<file path="src/source/harness_pkg.sv">
// Harness bus definitions
// Address map, request and response structs, opcodes and a byte merge helper

`default_nettype none

package harness_pkg;

    // ------------------------------------------------------------------------
    // Address map
    // ------------------------------------------------------------------------
    localparam int ADDR_W = 32;
    localparam int DATA_W = 32;

    localparam logic [ADDR_W-1:0] ROM_BASE  = 32'h0001_0000;
    localparam int                ROM_WORDS = 16;

    localparam logic [ADDR_W-1:0] SRAM_BASE  = 32'h8000_0000;
    localparam int                SRAM_WORDS = 256;

    // Timer occupies two words
    localparam logic [ADDR_W-1:0] TIMER_BASE      = 32'h0200_0000;
    localparam logic [ADDR_W-1:0] TIMER_MTIME_OFS = 32'd0;
    localparam logic [ADDR_W-1:0] TIMER_CMP_OFS   = 32'd4;

    // ------------------------------------------------------------------------
    // Bus types
    // ------------------------------------------------------------------------
    typedef enum logic {
        OP_READ  = 1'b0,
        OP_WRITE = 1'b1
    } bus_op_e;

    typedef enum logic {
        SRC_CORE  = 1'b0,
        SRC_DEBUG = 1'b1
    } src_e;

    typedef enum logic [1:0] {
        TGT_ROM   = 2'd0,
        TGT_SRAM  = 2'd1,
        TGT_TIMER = 2'd2,
        TGT_NONE  = 2'd3
    } target_e;

    // Masters leave src at zero, the arbiter fills it in
    typedef struct packed {
        bus_op_e             op;
        logic [ADDR_W-1:0]   addr;
        logic [DATA_W/8-1:0] be;
        logic [DATA_W-1:0]   wdata;
        src_e                src;
    } bus_req_t;

    typedef struct packed {
        logic [DATA_W-1:0] rdata;
        logic              err;
        src_e              src;
    } bus_resp_t;

    // Replace only the byte lanes selected by be
    function automatic logic [DATA_W-1:0] apply_be(
        input logic [DATA_W-1:0]   old_data,
        input logic [DATA_W-1:0]   new_data,
        input logic [DATA_W/8-1:0] be
    );
        logic [DATA_W-1:0] merged;
        merged = old_data;
        for (int i = 0; i < DATA_W / 8; i++) begin
            if (be[i]) begin
                merged[i*8 +: 8] = new_data[i*8 +: 8];
            end
        end
        return merged;
    endfunction

endpackage

`default_nettype wire
</file>
<file path="src/source/addr_decoder.sv">
// Address decoder for the harness bus
// Routes a request to ROM, SRAM or timer and returns one response at a time

`default_nettype none

module addr_decoder import harness_pkg::*; (
    input  logic                clk_i,
    input  logic                rst_n_i,
    input  bus_req_t            req_i,
    input  logic                req_valid_i,
    output logic                req_ready_o,
    output bus_resp_t           resp_o,
    output logic                resp_valid_o,
    input  logic                resp_ready_i,
    output logic                rom_req_o,
    output logic                sram_req_o,
    output logic                timer_req_o,
    output logic                tgt_we_o,
    output logic [ADDR_W-1:0]   tgt_addr_o,
    output logic [DATA_W/8-1:0] tgt_be_o,
    output logic [DATA_W-1:0]   tgt_wdata_o,
    input  logic [DATA_W-1:0]   rom_rdata_i,
    input  logic [DATA_W-1:0]   sram_rdata_i,
    input  logic [DATA_W-1:0]   timer_rdata_i
);

    target_e tgt;
    logic    is_write;
    logic    req_fire;
    logic    err;
    logic    resp_valid_q;
    target_e tgt_q;
    src_e    src_q;
    logic    err_q;
    logic    write_q;

    function automatic logic in_region(
        input logic [ADDR_W-1:0] addr,
        input logic [ADDR_W-1:0] base,
        input logic [ADDR_W-1:0] size
    );
        return (addr >= base) && ((addr - base) < size);
    endfunction

    // ------------------------------------------------------------------------
    // Decode
    // ------------------------------------------------------------------------
    always_comb begin
        if (in_region(req_i.addr, ROM_BASE, ADDR_W'(ROM_WORDS * 4))) begin
            tgt = TGT_ROM;
        end else if (in_region(req_i.addr, SRAM_BASE, ADDR_W'(SRAM_WORDS * 4))) begin
            tgt = TGT_SRAM;
        end else if (in_region(req_i.addr, TIMER_BASE, TIMER_CMP_OFS + 4)) begin
            tgt = TGT_TIMER;
        end else begin
            tgt = TGT_NONE;
        end
    end

    assign is_write = (req_i.op == OP_WRITE);
    assign err      = (tgt == TGT_NONE) || ((tgt == TGT_ROM) && is_write);

    // Only one transaction in flight
    assign req_ready_o = ~resp_valid_q;
    assign req_fire    = req_valid_i & req_ready_o;

    // ROM writes never reach the ROM
    assign rom_req_o   = req_fire & (tgt == TGT_ROM) & ~is_write;
    assign sram_req_o  = req_fire & (tgt == TGT_SRAM);
    assign timer_req_o = req_fire & (tgt == TGT_TIMER);

    assign tgt_we_o    = is_write;
    assign tgt_addr_o  = req_i.addr;
    assign tgt_be_o    = req_i.be;
    assign tgt_wdata_o = req_i.wdata;

    // ------------------------------------------------------------------------
    // Response
    // ------------------------------------------------------------------------
    always_ff @(posedge clk_i or negedge rst_n_i) begin
        if (!rst_n_i) begin
            resp_valid_q <= 1'b0;
        end else if (req_fire) begin
            resp_valid_q <= 1'b1;
        end else if (resp_ready_i) begin
            resp_valid_q <= 1'b0;
        end
    end

    always_ff @(posedge clk_i) begin
        if (req_fire) begin
            tgt_q   <= tgt;
            src_q   <= req_i.src;
            err_q   <= err;
            write_q <= is_write;
        end
    end

    // Target read registers only change on a strobe, and no strobe
    // can occur while the response is held, so the selected data is stable
    always_comb begin
        resp_o.src   = src_q;
        resp_o.err   = err_q;
        resp_o.rdata = '0;
        if (!err_q && !write_q) begin
            case (tgt_q)
                TGT_ROM:   resp_o.rdata = rom_rdata_i;
                TGT_SRAM:  resp_o.rdata = sram_rdata_i;
                TGT_TIMER: resp_o.rdata = timer_rdata_i;
                default:   resp_o.rdata = '0;
            endcase
        end
    end

    assign resp_valid_o = resp_valid_q;

endmodule

`default_nettype wire

</file>
<file path="config.mk">
export PLATFORM = sky130hd
export DESIGN_NAME = addr_decoder
export DESIGN_NICKNAME = d
export VERILOG_FILES = /design/src/source/harness_pkg.sv /design/src/source/addr_decoder.sv
export SDC_FILE = /design/constraint.sdc
export NUM_CORES = 1
export LEC_CHECK = 0
export ABC_AREA = 1
export BUFFER_PORTS_ARGS = -buffer_cell sky130_fd_sc_hd__buf_2
export CAP_MARGIN = 20
export CORE_AREA = 2 2 109 111
export CTS_CLUSTER_DIAMETER = 200
export DETAILED_ROUTE_END_ITERATION = 6
export DIE_AREA = 0 0 111 113
export PLACE_DENSITY = 0.62
export SLEW_MARGIN = 0
export SYNTH_ARGS = -nofsm -noshare
export SYNTH_HDL_FRONTEND = slang
export SYNTH_SLANG_ARGS = --single-unit
</file>
<file path="constraint.sdc">
create_clock -name clk_i -period 2.43 [get_ports clk_i]
set_input_delay 0.243 -clock clk_i [delete_from_list [all_inputs] [get_ports clk_i]]
set_output_delay 0.243 -clock clk_i [all_outputs]
set_load 0.02 [all_outputs]
</file>
* After elaboration in Yosys (flattened, before gate mapping)
Index checks and enable logic that the tools add are counted.
** Word-level totals
- Bits in registers :: 6
- Input port bits :: 170
- Output and inout port bits :: 108
- Logic and storage cells :: 44
** Operators by class
- Add/sub/neg operators :: 3
- $lt $le $gt $ge :: 6
- Eq/ne operators :: 5
- Muxes and demuxes :: 7
- Bitwise operators :: 7
- Reduce and logical (&&, ||, !) cells :: 11
** Operator list (number)
- 32-bit case mux with 3 select lines :: 1
- 32-bit by 17-bit >= comparator with 1-bit output, second input constant :: 1
- 32-bit by 26-bit >= comparator with 1-bit output, second input constant :: 1
- 32-bit >= comparator, second input constant :: 1
- 32-bit by 11-bit < comparator with 1-bit output, second input constant :: 1
- 32-bit by 4-bit < comparator with 1-bit output, second input constant :: 1
- 32-bit by 7-bit < comparator with 1-bit output, second input constant :: 1
- 32-bit 2-to-1 mux :: 1
- 32-bit by 17-bit subtractor with 32-bit output, second input constant :: 1
- 32-bit by 26-bit subtractor with 32-bit output, second input constant :: 1
- 32-bit subtractor, second input constant :: 1
- 2-bit equality test, second input constant :: 3
- 1-bit AND :: 5
- 1-bit logical AND :: 5
- 2-bit by 1-bit equality test with 1-bit output, second input constant :: 2
- 2-bit zero test :: 2
- 2-bit 2-to-1 mux :: 2
- 1-bit 2-to-1 mux :: 3
- 1-bit zero test :: 2
- 1-bit NOT :: 2
- 2-bit nonzero test :: 1
- 1-bit logical OR :: 1

* Longest topological paths before layout
Gate-level depths: netlist of the first run.
- Word-level depth :: 9
- Mapped depth :: 13
- Depth with buffers taken out :: 13

* Worst setup path after synthesis of the first run
Ideal clock, no wire load.
- Path kind :: input-to-output
- From :: input req_i[62] (netlist name)
- To :: output rom_req_o
- Arrival :: 1.429 ns
- Required time :: 2.187 ns
- Slack :: 0.758 ns
- Stages :: 11
- Path buffers :: 0
- Cells stage by stage :: inv_2 ha_1 nand2_2 nor2_2 a21boi_2 nand2_1 nand2_1 nand2_1 nor2_2 nand3_2 nor2_2
** On the way
- Word-level cells in the longest chain between the ends :: 9
- Elaborated cells between the ends (all ways) :: 18
- Those cells by class :: 3 x add/sub; 6 x order compare; 3 x mux; 2 x bitwise; 4 x reduce/logical
** Ends and longest elaborated chain
- start: declaration :: RTL line addr_decoder.sv:9 : input bus_req_t req_i,
- 32-bit by 26-bit subtractor with 32-bit output :: RTL line addr_decoder.sv:42 : return (addr >= base) && ((addr - base) < size);
- 32-bit by 4-bit < comparator with 1-bit output :: RTL line addr_decoder.sv:42
- 1-bit logical AND :: RTL line addr_decoder.sv:42
- 1-bit 2-to-1 mux :: RTL line addr_decoder.sv:53 : end else if (in_region(req_i.addr, TIMER_BASE, TIMER_CMP_OFS + 4)) begin
- 2-bit 2-to-1 mux :: RTL line addr_decoder.sv:51 : end else if (in_region(req_i.addr, SRAM_BASE, ADDR_W'(SRAM_WORDS * 4))) begin
- 2-bit 2-to-1 mux (*) :: RTL line addr_decoder.sv:49 : if (in_region(req_i.addr, ROM_BASE, ADDR_W'(ROM_WORDS * 4))) begin
- 2-bit zero test (*) :: RTL line addr_decoder.sv:68 : assign rom_req_o = req_fire & (tgt == TGT_ROM) & ~is_write;
- 1-bit AND (*) (2 in a row) :: RTL line addr_decoder.sv:68
- end: declaration :: RTL line addr_decoder.sv:15 : output logic rom_req_o,
Mark *: on every way between the ends. The rest lies on a longest branch, timed or not.

* Worst setup path after layout of the first run
- From :: input req_i[63] (netlist name)
- To :: output rom_req_o
Same word-level chain as after synthesis.

==> results.sh, run 1 <==
export IMPL_slowest_delay_ns=0.25
export IMPL_ant_nets=0
export IMPL_finalWorstSetupSlack_ns=0.4667
export IMPL_worstMarginPinSlew_ns=0.3916
export IMPL_synthToLayoutAreaGrowth_pct=33.86
export IMPL_grt_setup_unrepaired="no"
export IMPL_drcViolationCount=0
export IMPL_cts_root_buf="clkbuf_16"
export IMPL_synth_avg_cell_area_sq_um=5.091
export IMPL_power_leakage_nw=1.921
export IMPL_power_density_nw_per_um2=225.8
export IMPL_hold_viol=0
export IMPL_max_freq_mhz=509.4
export IMPL_pin_count=278
export IMPL_grt_max_degree=33
export IMPL_clk_latency_ns=0.23
export IMPL_synth_warnings=0
export IMPL_setup_violations=0
export IMPL_slew_headroom_pct=73.87
export IMPL_grt_pass1_vias=2794
export IMPL_place_inst=697
export IMPL_status="finished clean"
export IMPL_cts_max_level=1
export IMPL_synth_top_area_share_pct=29.90
export IMPL_drv_cap=0
export IMPL_endpoint_kind="output port"
export IMPL_drtIter0Drc=123
export IMPL_worstPathMaxFanout=5
export IMPL_cts_tree="done"
export IMPL_met3_usage_pct=5.303
export IMPL_crit_chain="buf_2 -> inv_1 -> ha_1 -> nand2_2 -> nor2_2 -> a21boi_2 -> nand2_1 -> nand2_1 -> nand2_1 -> nor2_2 -> nand3_2 -> nor2_2 -> buf_2"
export IMPL_crit_slowest_cell="ha_1"
export IMPL_hpwl_mm=6.847
export IMPL_fp_dieW_um=111
export IMPL_yosys_top_cells_area="nand2_1, buf_4, inv_1"
export IMPL_clkPwrFrac_pct=40.8
export IMPL_grt_antenna_before_repair=0
export IMPL_vias=2932
export IMPL_grt_usage_pct=12.46
export IMPL_synth_edf_count=5
export IMPL_drv_slew=0
export IMPL_synthDistinctLibCells=23
export IMPL_finalClockSkew_ns=0.002508
export IMPL_cts_sinks=6
export IMPL_initial_utilization_pct=19.60
export IMPL_worstPathArrival_ns=1.72
export IMPL_dr_pass1_iters=6
export IMPL_cts_buffers=3
export IMPL_vias_per_cell=4.177
export IMPL_synth_most_common_cell="nand2_1"
export IMPL_portBuffers=199
export IMPL_synth_ff_type="edfxtp_1"
export IMPL_grt_use_met2_pct=23.35
export IMPL_finalCoreUtilization_pct=26.24
export IMPL_switching_share_pct=31.67
export IMPL_grt_pass1_wl_mm=13.06
export IMPL_dieArea_sq_um=12540
export IMPL_cts_buffer_depth=2
export IMPL_dp_worst_setup_slack_ns=0.4639
export IMPL_worstPathBufferInverterCount=3
export IMPL_fp_dieH_um=113
export IMPL_syn_inst=434
export IMPL_yosysTopAreaCell="nand2_1"
export IMPL_synthArstFlopShare_pct=16.67
export IMPL_holdCritPathClass="in -> reg"
export IMPL_synth_fp_nets=606
export IMPL_fin_cells=702
export IMPL_coreArea_sq_um=11270
export IMPL_layout_drive_gt1_share_pct=40.43
export IMPL_clkTransAtPathRegs_ns=0.03
export IMPL_routed_wl_mm=8.233
export IMPL_ir_drop_mv=0.1751
export IMPL_fp_row_count=39
export IMPL_multi_input_area_sq_um=1227
export IMPL_cp_top_family="simple AND/OR/NAND/NOR gates"
export IMPL_synth_seq_cells=6
export IMPL_worstPathRequired_ns=2.19
export IMPL_hold_ws_ns=0.1983
export IMPL_cts_hold_buf=1
export IMPL_cts_setup_buffers=0
export IMPL_comb_power_share_pct=41.1
export IMPL_seq_area_sq_um=175.2
export IMPL_seq_area_frac_synth_pct=7.928
export IMPL_finalCritPeriodShare_pct=80.79
export IMPL_cts_resized=0
export IMPL_power_internal_mw=0.4563
export IMPL_n_antenna_cell=0
export IMPL_routabilityCongestion=0.8747
export IMPL_power_switching_mw=0.2115
export IMPL_setup_tns_ns=0
export IMPL_ys_top_cells_by_count="nand2_1, buf_4, inv_1"
export IMPL_busiest_layer="met2"
export IMPL_path_class="in -> out"
export IMPL_nets=732
export IMPL_overflow=0
export IMPL_start_kind="primary input"
export IMPL_grt_use_met1_pct=13.43
export IMPL_n_fill_cell=1352
export IMPL_wl_per_cell_um=11.73
export IMPL_layout_min_cycle_time_ns=1.963
export IMPL_sequentialPowerShare_pct=18.1
export IMPL_syn_cell_area_sq_um=2210
-- worst reg2reg max path, delay by kind of cell (launching register included) --
family | cells | cell delay, ns
buffers and inverters | 2 | 0.29
DFF | 1 | 0.36
and+or+nand+nor | 1 | 0.13
-- state kept, by name, summed over array words and instances, names as in the netlist --
signal	count
err_q	1
resp_valid_o	1
src_q	1
tgt_q	2
write_q	1
-- power groups by stage --
stage	registers, mW	clock network, mW	logic, mW
after CTS	0.121	0.277	0.277
after floorplan	0.125	0	0.237
after global placement	0.122	0	0.274
after global routing	0.121	0.290	0.301
after detailed placement	0.122	0	0.274
final	0.121	0.273	0.275
-- cells in the final DEF, fill, tap and decap left out, drive strengths merged --
master,netlist,routed
dfrtp,1,1
nor2,38,38
clkbuf,12,4
nor4,1,1
nand4,2,2
a21boi,3,3
nor3,5,5
inv,63,63
edfxtp,5,5
o21ai,7,7
a21oi,2,2
o21a,1,1
dlygate4sd3,0,1
buf,71,203
nand3,44,44
nand2,177,177
ha,2,2
-- logic make-up (layout without fill, tap and decap cells) --
logic type	Yosys count	in the layout	share of synthesized area (%)
compound gates	13	13	3.567
fa+ha+maj	2	2	1.132
buf+inv	146	271	36.86
flops	6	6	7.927
simple gates	267	267	50.51
-- stage by stage --
step | total power, mW | instance area, sq um
floorplan | 0.3619 | 2210
global placement | 0.3963 | 2869
detailed placement | 0.3958 | 2869
CTS | 0.6747 | 2958
global route | 0.7122 | 2958
finish | 0.6678 | 2958
-- per-layer routing --
layer	wire length, um	part of all wire, %
met1	3188	39
met2	3998	49
met3	1046	13
met4	0	0
met5	0	0
-- path summary, 6_finish.rpt --
path | end | slack (ns) | start | depth (start not counted)
worst max-delay path | rom_req_o | 0.47 | req_i[63] | 13
worst min-delay path | src_q$_DFFE_PP_ | 0.20 | req_i[0] | 1
worst max register to register | err_q$_DFFE_PP_ | 1.34 | resp_valid_o$_DFFE_PN0P_ | 3
worst min register to register | resp_valid_o$_DFFE_PN0P_ | 0.57 | resp_valid_o$_DFFE_PN0P_ | 2
max in group asynchronous | resp_valid_o$_DFFE_PN0P_ | 2.02 | rst_n_i | 2
min in group asynchronous | resp_valid_o$_DFFE_PN0P_ | 0.32 | rst_n_i | 2
-- area by class of cell --
| type | count | share of cell area [%] |
|---|---|---|
| tap | 143 | 6.049 |
| sequential | 6 | 5.922 |
| clock buffer | 4 | 2.665 |
| timing repair buffer | 204 | 35.87 |
| inverter | 63 | 7.995 |
| multi-input combinational | 282 | 41.50 |
(Power assumes the default switching activity.)
==> run 2: changes to the inputs <==
- CORE_AREA: 2 2 109 111 -> 2 2 107 109
- DIE_AREA: 0 0 111 113 -> 0 0 109 111
- PLACE_DENSITY: 0.62 -> 0.64
- clock period: 2.43 -> 2 ns (I/O delays scaled with it)
==> results.sh, run 2 (synthesis gave the netlist of run 1 again) <==
export IMPL_min_from="req_i[0]"
export IMPL_drv_slew=0
export IMPL_finalClockSkew_ns=0.004105
export IMPL_start_kind="primary input"
export IMPL_power_switching_mw=0.2586
export IMPL_ir_drop_mv=0.2799
export IMPL_vias=2944
export IMPL_cts_sinks=6
export IMPL_drv_cap=0
export IMPL_place_inst=697
export IMPL_nets=732
export IMPL_fp_dieH_um=111
export IMPL_detailed_place_area_sq_um=2882
export IMPL_crit_slowest_cell="ha_2"
export IMPL_finalWorstSetupSlack_ns=0.1759
export IMPL_fp_row_count=39
export IMPL_setup_worst_path_start="req_i[62]"
export IMPL_grt_pass1_vias=2495
export IMPL_holdCritPathClass="in -> reg"
export IMPL_max_freq_mhz=548.2
export IMPL_switching_share_pct=31.72
export IMPL_clkTransAtPathRegs_ns=0.03
export IMPL_cts_tree="done"
export IMPL_path_class="in -> out"
export IMPL_crit_path_frequent_cell="nand2_1"
export IMPL_dr_pass1_iters=4
export IMPL_largest_reg_flops=2
export IMPL_comb_power_share_pct=41.2
export IMPL_clk_latency_ns=0.23
export IMPL_grt_pass1_wl_mm=11.60
export IMPL_hold_viol=0
export IMPL_worstPathMaxFanout=6
export IMPL_finalCoreUtilization_pct=27.02
export IMPL_finalCritPeriodShare_pct=91.20
export IMPL_wl_per_cell_um=11.44
export IMPL_grt_max_degree=33
export IMPL_power_leakage_nw=1.922
export IMPL_drcViolationCount=0
export IMPL_crit_chain="buf_2 -> inv_2 -> ha_2 -> inv_1 -> nor2_1 -> nor2_2 -> nand2_1 -> nand2_1 -> nand2_1 -> nand2_1 -> nor2_2 -> nand3_2 -> nor2_2 -> buf_2"
export IMPL_fin_cells=703
export IMPL_cts_buffer_depth=2
export IMPL_worstMarginPinSlew_ns=0.3508
export IMPL_endpoint_kind="output port"
export IMPL_synthToLayoutAreaGrowth_pct=35.45
export IMPL_pin_count=278
export IMPL_coreArea_sq_um=11080
export IMPL_hold_ws_ns=0.1519
export IMPL_slowest_delay_ns=0.22
export IMPL_setup_violations=0
export IMPL_worstPathRequired_ns=1.80
export IMPL_cts_setup_buffers=0
export IMPL_setup_tns_ns=0
export IMPL_dp_worst_setup_slack_ns=0.1184
export IMPL_cts_max_level=1
export IMPL_cts_root_buf="clkbuf_16"
export IMPL_dieArea_sq_um=12100
export IMPL_power_density_nw_per_um2=272.3
export IMPL_status="finished clean"
export IMPL_power_mw=0.8151
export IMPL_n_fill_cell=1277
export IMPL_initial_utilization_pct=19.95
export IMPL_routabilityCongestion=0.9165
export IMPL_grt_setup_unrepaired="no"
export IMPL_grt_antenna_before_repair=1
export IMPL_hpwl_mm=6.829
export IMPL_cts_buffers=3
export IMPL_final_common_cell="buf_2"
export IMPL_grt_usage_pct=11.95
export IMPL_layout_drive_gt1_share_pct=41.14
export IMPL_fp_dieW_um=109
export IMPL_r2r_start="resp_valid_o$_DFFE_PN0P_"
export IMPL_ant_nets=0
export IMPL_largest_register="tgt_q"
export IMPL_vias_per_cell=4.188
export IMPL_final_cell_area_sq_um=2993
export IMPL_slew_headroom_pct=76.61
export IMPL_power_internal_mw=0.5565
export IMPL_overflow=0
export IMPL_clkPwrFrac_pct=40.8
export IMPL_worstPathArrival_ns=1.62
export IMPL_mostFrequentLayoutCells="buf_2, nand2_1, inv_1, nand3_1, nor2_1"
export IMPL_sequentialPowerShare_pct=18.0
export IMPL_portBuffers=199
export IMPL_drtIter0Drc=116
export IMPL_routed_wl_mm=8.039
export IMPL_layout_min_cycle_time_ns=1.824
[run 2: power groups by stage]
stage	Clock [mW]	Sequential, mW	Combinational, mW
after detailed placement	0	0.148	0.331
after floorplan	0	0.152	0.288
after global placement	0	0.148	0.331
after CTS	0.337	0.147	0.335
after global routing	0.347	0.147	0.369
final	0.332	0.147	0.336
[run 2: final timing paths]
path,slack (ns),to,cells past startpoint
setup / recovery,0.18,rom_req_o,14
hold / removal,0.15,src_q$_DFFE_PP_,1
setup reg to reg,0.93,src_q$_DFFE_PP_,3
hold reg to reg,0.57,resp_valid_o$_DFFE_PN0P_,2
max in group asynchronous,1.64,resp_valid_o$_DFFE_PN0P_,2
min in group asynchronous,0.28,resp_valid_o$_DFFE_PN0P_,2
[run 2: final cells by class]
class                      instances  area [sq um]  area share [%]
multi-input combinational        282          1247           41.68
timing repair buffer             204          1074           35.87
sequential                         6         175.2           5.853
antenna                            1         2.502         0.08361
clock buffer                       4         78.83           2.634
inverter                          63         236.5           7.901
tap                              143         178.9           5.978
[run 2: per-layer routing]
| layer | track usage (%) | routed length [um] | vias to the layer above |
|---|---|---|---|
| met2 | 21.33 | 3645 | 220 |
| li1 | - | - | 1489 |
| met3 | 5.232 | 1221 | 8 |
| met5 | 0 | 0 | - |
| met1 | 12.85 | 3072 | 1227 |
| met4 | 2.479 | 99 | 0 |
[run 2: timing repair]
item / CTS / global route
hold buffers: 1 / 0
setup endpoints to repair: 0 / 2
hold endpoints to repair: 1 / 0
resized for setup: 0 / 5
[run 2: worst max-delay path, delay by kind of cell]
kind	cells	cell delay (ns)
fa+ha+maj	1	0.22
buf+inv	4	0.48
simple gates	9	0.72
