### config.mk
export PLATFORM = sky130hd
export DESIGN_NAME = req_arbiter
export DESIGN_NICKNAME = d
export VERILOG_FILES = /design/src/source/harness_pkg.sv /design/src/source/req_arbiter.sv
export SDC_FILE = /design/constraint.sdc
export NUM_CORES = 1
export LEC_CHECK = 0
export ABC_CLOCK_PERIOD_IN_PS = 1700
export BUFFER_PORTS_ARGS = -buffer_cell sky130_fd_sc_hd__buf_2
export CAP_MARGIN = 0
export CORE_AREA = 2 2 125 127
export DETAILED_ROUTE_END_ITERATION = 10
export DIE_AREA = 0 0 127 129
export GPL_ROUTABILITY_DRIVEN = 0
export HOLD_SLACK_MARGIN = 0.02
export PLACE_DENSITY = 0.46
export SYNTH_ARGS = -nofsm -noshare
export SYNTH_HDL_FRONTEND = slang
export SYNTH_SLANG_ARGS = --single-unit
export TNS_END_PERCENT = 30
### constraint.sdc
create_clock -name clk_i -period 1.7 [get_ports clk_i]
set_input_delay 0.17 -clock clk_i [delete_from_list [all_inputs] [get_ports clk_i]]
set_output_delay 0.17 -clock clk_i [all_outputs]
set_load 0.05 [all_outputs]
### src/source/harness_pkg.sv
// Harness bus definitions
// Address map, request and response structs, opcodes and a byte merge helper

`default_nettype none

package harness_pkg;

    // ------------------------------------------------------------------------
    // Address map
    // ------------------------------------------------------------------------
    localparam int ADDR_W = 32;
    localparam int DATA_W = 32;

    localparam logic [ADDR_W-1:0] ROM_BASE  = 32'h0001_0000;
    localparam int                ROM_WORDS = 16;

    localparam logic [ADDR_W-1:0] SRAM_BASE  = 32'h8000_0000;
    localparam int                SRAM_WORDS = 256;

    // Timer occupies two words
    localparam logic [ADDR_W-1:0] TIMER_BASE      = 32'h0200_0000;
    localparam logic [ADDR_W-1:0] TIMER_MTIME_OFS = 32'd0;
    localparam logic [ADDR_W-1:0] TIMER_CMP_OFS   = 32'd4;

    // ------------------------------------------------------------------------
    // Bus types
    // ------------------------------------------------------------------------
    typedef enum logic {
        OP_READ  = 1'b0,
        OP_WRITE = 1'b1
    } bus_op_e;

    typedef enum logic {
        SRC_CORE  = 1'b0,
        SRC_DEBUG = 1'b1
    } src_e;

    typedef enum logic [1:0] {
        TGT_ROM   = 2'd0,
        TGT_SRAM  = 2'd1,
        TGT_TIMER = 2'd2,
        TGT_NONE  = 2'd3
    } target_e;

    // Masters leave src at zero, the arbiter fills it in
    typedef struct packed {
        bus_op_e             op;
        logic [ADDR_W-1:0]   addr;
        logic [DATA_W/8-1:0] be;
        logic [DATA_W-1:0]   wdata;
        src_e                src;
    } bus_req_t;

    typedef struct packed {
        logic [DATA_W-1:0] rdata;
        logic              err;
        src_e              src;
    } bus_resp_t;

    // Replace only the byte lanes selected by be
    function automatic logic [DATA_W-1:0] apply_be(
        input logic [DATA_W-1:0]   old_data,
        input logic [DATA_W-1:0]   new_data,
        input logic [DATA_W/8-1:0] be
    );
        logic [DATA_W-1:0] merged;
        merged = old_data;
        for (int i = 0; i < DATA_W / 8; i++) begin
            if (be[i]) begin
                merged[i*8 +: 8] = new_data[i*8 +: 8];
            end
        end
        return merged;
    endfunction

endpackage

`default_nettype wire
### src/source/req_arbiter.sv
// Request arbiter for the core and debug ports
// Round-robin grant, source tagging and response steering by src

`default_nettype none

module req_arbiter import harness_pkg::*; (
    input  logic      clk_i,
    input  logic      rst_n_i,
    // Core-side port
    input  bus_req_t  core_req_i,
    input  logic      core_req_valid_i,
    output logic      core_req_ready_o,
    output bus_resp_t core_resp_o,
    output logic      core_resp_valid_o,
    input  logic      core_resp_ready_i,
    // Debug port
    input  bus_req_t  dbg_req_i,
    input  logic      dbg_req_valid_i,
    output logic      dbg_req_ready_o,
    output bus_resp_t dbg_resp_o,
    output logic      dbg_resp_valid_o,
    input  logic      dbg_resp_ready_i,
    // Towards the decoder
    output bus_req_t  arb_req_o,
    output logic      arb_req_valid_o,
    input  logic      arb_req_ready_i,
    input  bus_resp_t dec_resp_i,
    input  logic      dec_resp_valid_i,
    output logic      dec_resp_ready_o
);

    src_e last_q;
    src_e sel;

    // ------------------------------------------------------------------------
    // Request path
    // ------------------------------------------------------------------------
    // On contention the port that lost last time wins
    always_comb begin
        if (core_req_valid_i && dbg_req_valid_i) begin
            sel = (last_q == SRC_CORE) ? SRC_DEBUG : SRC_CORE;
        end else if (dbg_req_valid_i) begin
            sel = SRC_DEBUG;
        end else begin
            sel = SRC_CORE;
        end
    end

    always_comb begin
        arb_req_o     = (sel == SRC_DEBUG) ? dbg_req_i : core_req_i;
        arb_req_o.src = sel;
    end

    assign arb_req_valid_o  = core_req_valid_i | dbg_req_valid_i;
    assign core_req_ready_o = arb_req_ready_i & (sel == SRC_CORE);
    assign dbg_req_ready_o  = arb_req_ready_i & (sel == SRC_DEBUG);

    // Starts at debug so the core wins the first tie
    always_ff @(posedge clk_i or negedge rst_n_i) begin
        if (!rst_n_i) begin
            last_q <= SRC_DEBUG;
        end else if (arb_req_valid_o && arb_req_ready_i) begin
            last_q <= sel;
        end
    end

    // ------------------------------------------------------------------------
    // Response path
    // ------------------------------------------------------------------------
    // The tag carried back by the decoder selects the port
    assign core_resp_o       = dec_resp_i;
    assign dbg_resp_o        = dec_resp_i;
    assign core_resp_valid_o = dec_resp_valid_i & (dec_resp_i.src == SRC_CORE);
    assign dbg_resp_valid_o  = dec_resp_valid_i & (dec_resp_i.src == SRC_DEBUG);
    assign dec_resp_ready_o  = (dec_resp_i.src == SRC_DEBUG) ? dbg_resp_ready_i
                                                             : core_resp_ready_i;

endmodule

`default_nettype wire

# ---- Word level (Yosys, flattened, before mapping)
# Index checks and enable logic that the tools add are counted.
dict set report word_totals {
  reg_bits 1
  latch_bits 0
  ramBits 0
  mem_bits_ro 0
  elab_cells 15
  memories 0
}
dict set report classes {
  addsub 0
  mul 0
  div 0
  n_lt_le_gt_ge 0
  n_eq_ne 0
  shifts 0
  mux 5
  n_bitwise 7
  reduce_logical 2
}
# operator count
set op_table {}
lappend op_table {{$mux 70} 1}
lappend op_table {{$and 1x1->1} 4}
lappend op_table {{$mux 1} 4}
lappend op_table {{$logic_and 1x1->1} 2}
lappend op_table {{$not 1->1} 2}
lappend op_table {{$or 1x1->1} 1}

# ---- Depth between registers and ports, before layout
# Gate-level depths: netlist of run 1.
dict set report depth {
  depth_word 4
  depth_mapped 3
  ltp_nobuf 2
}

# ---- Worst setup path after synthesis of run 1
# No wires, ideal clock.
dict set report synth_path {
  kind {reg-to-output}
  startpoint {register last_q}
  endpoint {output port core_req_ready_o}
  arrival_time_ns 1.527
  t_required_ns 1.530
  path_slack_ns 0.003
  path_stages_with_launch 4
  path_buffers 1
  cell_sequence {dfstp_2 > a21boi_4 > buf_4 > nor2b_1}
}
dict set report synth_between {
  elab_chain_len 4
}
# item line
set synth_lines {}
lappend synth_lines {{from (decl)} req_arbiter.sv:32} ;# src_e last_q;
lappend synth_lines {{from (signal assigned)} req_arbiter.sv:63} ;# last_q <= sel;
lappend synth_lines {{$mux 1} req_arbiter.sv:41} ;# sel = (last_q == SRC_CORE) ? SRC_DEBUG : SRC_CORE;
lappend synth_lines {{$mux 1} req_arbiter.sv:40} ;# if (core_req_valid_i && dbg_req_valid_i) begin
lappend synth_lines {{named net sel} req_arbiter.sv:33} ;# src_e sel;
lappend synth_lines {{$not 1->1} req_arbiter.sv:55} ;# assign core_req_ready_o = arb_req_ready_i & (sel == SRC_CORE);
lappend synth_lines {{$and 1x1->1} req_arbiter.sv:55}
lappend synth_lines {{to (decl)} req_arbiter.sv:12} ;# output logic core_req_ready_o,
# The timed path passes the listed nets, and every way through them passes these cells.

==> results.py, run 1 <==
metrics = {
    "setup_path": {
        "end_kind": "output port",
        "crit_arrival_ps": 1480,
        "r2r_end": "last_q",
        "rr_startpoint": "last_q",
        "critPathRequiredTime_ps": 1530,
        "start_kind": "flop",
        "cp_max_fo": 45,
        "critical_path_class": "reg2out",
        "reg2regPathDepth": 2,
        "r2r_setup_slack_ps": 880,
    },
    "floorplan": {
        "ios": 326,
        "fp.dieArea_um2": 16400,
        "initial_core_util_pct": 9.80,
        "die_w_um": 127,
        "die_h_um": 129,
        "core_um2": 15000,
        "rows": 45,
    },
    "place": {
        "placed_cell_area_um2": 2270,
        "dpl.hpwl_mm": 5.27,
        "placed_cells": 494,
        "numPortBuffers": 224,
    },
    "layout": {
        "syn_to_final_growth_pct": 55.3,
        "fillers": 1743,
        "multi_input_area_um2": 852,
        "largestRegisters": "last_q (1)",
        "fin_cells": 495,
        "register_area_um2": 26.3,
        "drive_gt1_share_pct": 95.8,
        "top_register": "last_q",
        "largest_register_ffs": 1,
        "final_nets": 490,
        "fin_area_um2": 2280,
    },
    "sta": {
        "finalSetupViolations": 0,
        "slew_headroom_pct": 81.9,
        "fmax_mhz": 607,
        "fin_crit_sh_pct": 97.0,
        "finClkSkew_ps": 0,
        "fin_tns_setup_ps": 0,
        "fin_hold_ws_ps": 105,
        "hold_viol_final": 0,
        "rsz0062_at_grt": "no",
        "finalCriticalPeriod_ps": 1650,
        "drv_slew": 0,
        "worst_pin_slew_ps": 274,
    },
    "route": {
        "drt_pass1_iterations": 4,
        "vias_per_cell": 3.26,
        "drt_wl_total_mm": 5.76,
        "wl_per_cell_um": 11.6,
        "ant_nets": 0,
        "routed-via-count": 1613,
        "drtIter0Drc": 27,
        "drc": 0,
    },
    "logic_synthesis": {
        "avgSynthCellArea_um2": 9.41,
        "ys_types": 12,
        "synth_nets": 338,
        "ys_warn_count": 0,
        "ys_ff_latch": 1,
        "netlist_instances": 156,
        "yosysSeqAreaShare_pct": 1.79,
        "syn_area_um2": 1470,
    },
    "grt": {
        "grt_pass1_wl_mm": 7.39,
        "grt_pass1_vias": 1470,
        "grt_usage_pct": 5.58,
        "grt_start_max_net_pins": 46,
        "antenna_found_initial": 1,
        "overflow": 0,
    },
    "pwr": {
        "p_leak_nw": 1.21,
        "totalPowerFinal_w": 0.00133,
        "irDropWorstVdd_mv": 0.194,
        "power.density_nw_per_um2": 583,
    },
    "run_status": {
        "status": "completed",
    },
    "job": {
        "cap_violations": 0,
    },
    "clock_network": {
        "hold_buffers": 0,
        "clk_latency_ps": 0,
        "path_clk_slew_ps": 0,
    },
    "min_path": {
        "hp-class": "in2async",
    },
}
metrics by stage:
step,util [%],setup WS (ps)
finish,15.2,51.3
floorplan,-,3.01
detailed placement,15.2,29.2
global route,15.2,0.289
CTS,15.2,24.3
global placement,15.2,37.4
placed cells by master (no fill, tap or decap), drive strengths merged:
| cell type | synthesis | layout |
|---|---|---|
| buf | 76 | 225 |
| and2 | 1 | 1 |
| or2 | 1 | 1 |
| diode | 0 | 1 |
| mux2 | 70 | 70 |
| a21boi | 1 | 1 |
| clkbuf | 0 | 1 |
| nand2 | 1 | 1 |
| dfstp | 1 | 1 |
| nor2b | 2 | 2 |
| a31oi | 1 | 1 |
| a21oi | 2 | 2 |
power breakdown:
| part | switching, W | internal (W) |
|---|---|---|
| registers | 0.00000723 | 0.0000326 |
| logic | 0.000863 | 0.000426 |
| clock network | 0 | 0.0000000000787 |
worst max path at each step:
stage,start,endpoint,slack (ps),cells past startpoint
floorplan,last_q,core_req_ready_o,3,3
global placement,last_q,arb_req_o[27],40,4
detailed placement,last_q,arb_req_o[27],30,4
CTS,last_q,arb_req_o[27],20,4
global route,last_q,arb_req_o[27],0.3,4
finish,last_q,arb_req_o[20],50,4
timing repair:
item | 4_1_cts | 5_1_grt
buffers inserted | 0 | 0
endpoints found under the setup margin | 0 | 1
gates resized for setup | 0 | 1
logic make-up (layout without fill, tap and decap cells):
family	after synthesis	after routing	share of synthesized area, %
and+or+nand+nor	5	5	1.96
DFF	1	1	1.79
AOI/OAI and AO/OA	4	4	2.39
buffers and inverters	76	226	40.2
other	0	1	0
muxes	70	70	53.7
cells in the mapped netlist:
cell type | instances | area share (%)
buf_4 | 71 | 36
nand2_1 | 1 | 0.26
and2_1 | 1 | 0.43
dfstp_2 | 1 | 1.8
or2_2 | 1 | 0.43
buf_6 | 5 | 3.8
nor2b_1 | 2 | 0.85
mux2_1 | 6 | 4.6
a31oi_1 | 1 | 0.43
a21boi_4 | 1 | 1.3
a21oi_1 | 2 | 0.68
mux2_2 | 64 | 49
area by class of cell:
class                   instances  share of cell area, %
diodes                          1                  0.110
multi-input cells              79                   37.4
flip-flops and latches          1                   1.15
well taps                     188                   10.3
repair buffers                226                   51.0
worst max-delay path, stage by stage, from the launching register on:
cell and delay (ps):
dfstp_2 370, a21boi_4 200, buf_12 260, mux2_2 390
buf_2 220
metal layers:
layer | part of all wire (%) | global-route usage (%)
met3 | 17 | 1.58
met2 | 49 | 11.6
met4 | 0.73 | 0.517
met1 | 33 | 5.66
met5 | 0 | 0
Power figures use the tool's default switching activity.
==> run 2, diff against run 1 <==
- BUFFER_PORTS_ARGS: -buffer_cell sky130_fd_sc_hd__buf_2 -> -buffer_cell sky130_fd_sc_hd__clkbuf_2
- GPL_ROUTABILITY_DRIVEN: 0 -> unset
==> run 2 against run 1 <==
Compared with the run above:
- final cell count increased by 0.40%
- first-iteration DRC count rose by 3.7%
- power increased by 0.80%
- critical endpoint is now arb_req_o[47]
- routed wire length grew 0.97%
- final area increased by 0.77%
- via count up 1.2%
- highest routed layer unchanged
- fmax increased by 0.92%
- sequential share of layout area is essentially flat
- sequential power rose by 1%
- flip-flop and latch count unchanged
- utilization up 0.12 points
- clock skew did not move
==> results.py, run 2 (same netlist as run 1, synthesis figures left out) <==
metrics = {
    "sta": {
        "hold_viol_final": 0,
        "fin_hold_ws_ps": 109,
        "finalSetupViolations": 0,
        "drv_slew": 0,
        "rsz0062_at_grt": "no",
        "fin_tns_setup_ps": 0,
        "worst_pin_slew_ps": 321,
        "finClkSkew_ps": 0,
        "slew_headroom_pct": 78.7,
        "finalCriticalPeriod_ps": 1630,
        "fin_crit_sh_pct": 96.1,
        "fmax_mhz": 612,
    },
    "layout": {
        "largestRegisters": "last_q (1)",
        "final_nets": 493,
        "largest_register_ffs": 1,
        "syn_to_final_growth_pct": 56.5,
        "final_cell_mix": "clkbuf_2 (221), mux2_2 (64), mux2_1 (6)",
        "final_common_cell": "clkbuf_2",
        "fin_cells": 497,
        "fillers": 1737,
        "top_register": "last_q",
        "fin_area_um2": 2300,
        "utilization_pct": 15.3,
        "drive_gt1_share_pct": 95.8,
        "insertedDiodeCount": 0,
    },
    "setup_path": {
        "cpPeakStageDelay_ps": 380,
        "cp_max_fo": 45,
        "critical_path_class": "reg2out",
        "end_kind": "output port",
        "crit_buf_inv": 2,
        "crit_chain": "a21boi_4 -> buf_12 -> mux2_2 -> clkbuf_2",
        "r2r_setup_slack_ps": 870,
        "crit_arrival_ps": 1460,
        "slowest_stage": "mux2_2",
        "reg2regPathDepth": 2,
        "cpLargestDelayFamily": "buffers and inverters",
        "rr_startpoint": "last_q",
        "critPathRequiredTime_ps": 1530,
        "r2r_end": "last_q",
        "start_kind": "flop",
    },
    "route": {
        "drc": 0,
        "vias_per_cell": 3.28,
        "drt_pass1_iterations": 4,
        "ant_nets": 0,
        "wl_per_cell_um": 11.7,
        "drtIter0Drc": 28,
        "drt_wl_total_mm": 5.82,
        "routed-via-count": 1632,
    },
    "clock_network": {
        "path_clk_slew_ps": 0,
        "clk_latency_ps": 0,
        "hold_buffers": 0,
    },
    "place": {
        "dpl.hpwl_mm": 5.41,
        "gp_congestion": 0.718,
        "placed_cell_area_um2": 2300,
        "numPortBuffers": 224,
        "placed_cells": 497,
    },
    "grt": {
        "antenna_found_initial": 0,
        "grt_pass1_wl_mm": 7.47,
        "grt_start_max_net_pins": 46,
        "grt_usage_pct": 5.73,
        "overflow": 0,
        "grt_pass1_vias": 1460,
    },
    "pwr": {
        "power.density_nw_per_um2": 583,
        "irDropWorstVdd_mv": 0.157,
        "p_leak_nw": 1.27,
    },
    "floorplan": {
        "initial_core_util_pct": 9.80,
        "die_w_um": 127,
        "rows": 45,
        "core_um2": 15000,
        "die_h_um": 129,
        "fp.dieArea_um2": 16400,
        "ios": 326,
    },
    "job": {
        "cap_violations": 0,
    },
    "min_path": {
        "hp-class": "in2async",
    },
    "run_status": {
        "status": "completed",
    },
}
-- run 2: layout make-up --
type                       count  area (um2)  share of cell area [%]
multi-input combinational     79         852                    37.1
sequential                     1        26.3                    1.14
tap                          188         235                    10.2
timing repair buffer         229        1180                    51.5
-- run 2: how the worst max path moves through the flow --
stage | start | endpoint | slack [ps] | depth (start not counted)
6_report | last_q | arb_req_o[47] | 70 | 4
5_1_grt | last_q | arb_req_o[28] | 8 | 4
4_1_cts | last_q | arb_req_o[27] | 20 | 4
3_5_place_dp | last_q | arb_req_o[27] | 20 | 4
3_3_place_gp | last_q | arb_req_o[27] | 30 | 4
2_1_floorplan | last_q | core_req_ready_o | 3 | 3
-- run 2: repair_timing --
action,in CTS,in global routing
gates resized for setup,0,3
endpoints found under the setup margin,0,3
setup buffers,0,0
-- run 2: power breakdown --
part | internal, W | switching, W | leakage, nW | total [W]
Sequential | 0.0000326 | 0.00000760 | 0.0105 | 0.0000402
Combinational | 0.000429 | 0.000870 | 1.26 | 0.00130
Clock | 0 | 0 | 0 | 0
Total | 0.000462 | 0.000878 | 1.27 | 0.00134
-- run 2: metrics by stage --
step           total power, W  setup slack [ps]
5_1_grt               0.00140              7.51
2_1_floorplan         0.00143              3.01
4_1_cts               0.00136              19.9
6_report              0.00134              66.3
3_5_place_dp          0.00135              22.0
3_3_place_gp          0.00135              29.5
-- run 2: per-layer routing --
metal | up-vias | share of wire, % | global-route usage (%)
li1 | 777 | - | -
met1 | 673 | 34 | 5.64
met2 | 171 | 49 | 12.2
met3 | 11 | 16 | 1.58
met4 | 0 | 0.72 | 0.517
met5 | - | 0 | 0
==> run 3, diff against run 2 <==
- PLACE_DENSITY: 0.46 -> 0.47
==> run 3 against run 2 <==
Compared with the run above:
- combinational power about the same
- worst setup slack got worse by 4.7 ps
- power decreased by 1.8%
- critical path depth unchanged
- worst hold slack got worse by 5.6 ps
- final cell count decreased by 0.60%
- flip-flop and latch count unchanged
- clock skew unchanged
- final area decreased by 1.5%
- via count decreased by 0.61%
==> results.py, run 3 (same netlist as run 1, synthesis figures left out) <==
metrics = {
    "route": {
        "ant_nets": 0,
        "drt_wl_total_mm": 5.37,
        "drtIter0Drc": 26,
        "vias_per_cell": 3.28,
        "drt_pass1_iterations": 4,
        "routed-via-count": 1622,
        "drc": 0,
        "wl_per_cell_um": 10.9,
    },
    "layout": {
        "largestRegisters": "last_q (1)",
        "final_cell_mix": "clkbuf_2 (223), mux2_2 (64), mux2_1 (6)",
        "largest_register_ffs": 1,
        "insertedDiodeCount": 0,
        "utilization_pct": 15.1,
        "fillers": 1727,
        "drive_gt1_share_pct": 95.8,
        "final_nets": 490,
        "fin_cells": 494,
        "syn_to_final_growth_pct": 54.1,
        "final_common_cell": "clkbuf_2",
        "top_register": "last_q",
    },
    "place": {
        "gp_congestion": 0.683,
        "placed_cells": 494,
        "dpl.hpwl_mm": 4.91,
        "numPortBuffers": 224,
    },
    "sta": {
        "finClkSkew_ps": 0,
        "fin_crit_sh_pct": 96.4,
        "fin_tns_setup_ps": 0,
        "worst_pin_slew_ps": 294,
        "slew_headroom_pct": 80.4,
        "fmax_mhz": 610,
        "rsz0062_at_grt": "no",
        "drv_slew": 0,
        "finalCriticalPeriod_ps": 1640,
        "hold_viol_final": 0,
        "finalSetupViolations": 0,
    },
    "min_path": {
        "hp-class": "in2async",
    },
    "grt": {
        "grt_usage_pct": 5.14,
        "grt_pass1_wl_mm": 6.85,
        "use_met1_pct": 5.44,
        "overflow": 0,
        "use_met3_pct": 0.998,
        "grt_use_met2_pct": 10.7,
        "grt_pass1_vias": 1402,
        "antenna_found_initial": 0,
        "grt_start_max_net_pins": 52,
        "grt_most_used_layer": "met2",
    },
    "run_status": {
        "status": "completed",
    },
    "floorplan": {
        "initial_core_util_pct": 9.80,
        "die_h_um": 129,
        "rows": 45,
        "ios": 326,
        "core_um2": 15000,
        "fp.dieArea_um2": 16400,
        "die_w_um": 127,
    },
    "pwr": {
        "power.density_nw_per_um2": 581,
        "p_leak_nw": 1.25,
        "irDropWorstVdd_mv": 0.116,
    },
    "job": {
        "cap_violations": 0,
    },
    "setup_path": {
        "critical_path_class": "reg2out",
        "critPathRequiredTime_ps": 1530,
        "rr_startpoint": "last_q",
        "end_kind": "output port",
        "crit_arrival_ps": 1470,
        "start_kind": "flop",
        "crit_chain": "a21boi_4 -> buf_12 -> mux2_2 -> clkbuf_2",
        "cpPeakStageDelay_ps": 390,
        "reg2regPathDepth": 2,
        "r2r_setup_slack_ps": 880,
        "r2r_end": "last_q",
        "cp_max_fo": 51,
        "slowest_stage": "mux2_2",
    },
    "clock_network": {
        "path_clk_slew_ps": 0,
        "clk_latency_ps": 0,
        "hold_buffers": 0,
    },
}
[run 3: power by group]
part / internal (W) / leakage (nW) / total [W] / switching (W)
sequential: 0.0000326 / 0.0105 / 0.0000393 / 0.00000667
clock: 0 / 0 / 0 / 0
combinational: 0.000414 / 1.24 / 0.00128 / 0.000862
[run 3: how the worst max path moves through the flow]
stage,from,cells past startpoint,endpoint
3_3_place_gp,last_q,4,arb_req_o[20]
5_1_grt,last_q,4,arb_req_o[23]
3_5_place_dp,last_q,4,arb_req_o[20]
6_report,last_q,4,arb_req_o[23]
4_1_cts,last_q,4,arb_req_o[20]
2_1_floorplan,last_q,3,core_req_ready_o
[run 3: repair_timing]
action / in CTS / in global routing
endpoints found under the setup margin: 0 / 1
resized for setup: 0 / 1
setup buffers: 0 / 0
endpoints found under the hold margin: 0 / 0
[run 3: metal layers]
metal,share of wire (%),vias up,wire length [um]
li1,-,773,-
met1,34,699,1840
met2,52,142,2800
met3,13,8,699
met4,0.52,0,28
met5,0,-,0
[run 3: area by class of cell]
type / count / area (um2) / share of cell area (%)
sequential: 1 / 26.3 / 1.16
timing repair buffer: 226 / 1150 / 50.8
tap: 188 / 235 / 10.4
multi-input combinational: 79 / 852 / 37.7
[run 3: critical path: cells and delay by family, from the launching register on]
family,cells,cell delay (ps)
DFF,1,370
muxes,1,390
AOI/OAI and AO/OA,1,160
buffers and inverters,2,500
[run 3: per-stage QoR]
stage | worst slack [ps] | hold slack [ps] | cell area, um2 | power (W)
after floorplan | 3.01 | 22.2 | 1470 | 0.00143
after global placement | 25.9 | 104 | 2260 | 0.00132
after detailed placement | 20.8 | 106 | 2260 | 0.00132
after CTS | 17.5 | 105 | 2260 | 0.00133
after global routing | 10.2 | 116 | 2260 | 0.00138
final | 61.5 | 104 | 2260 | 0.00132
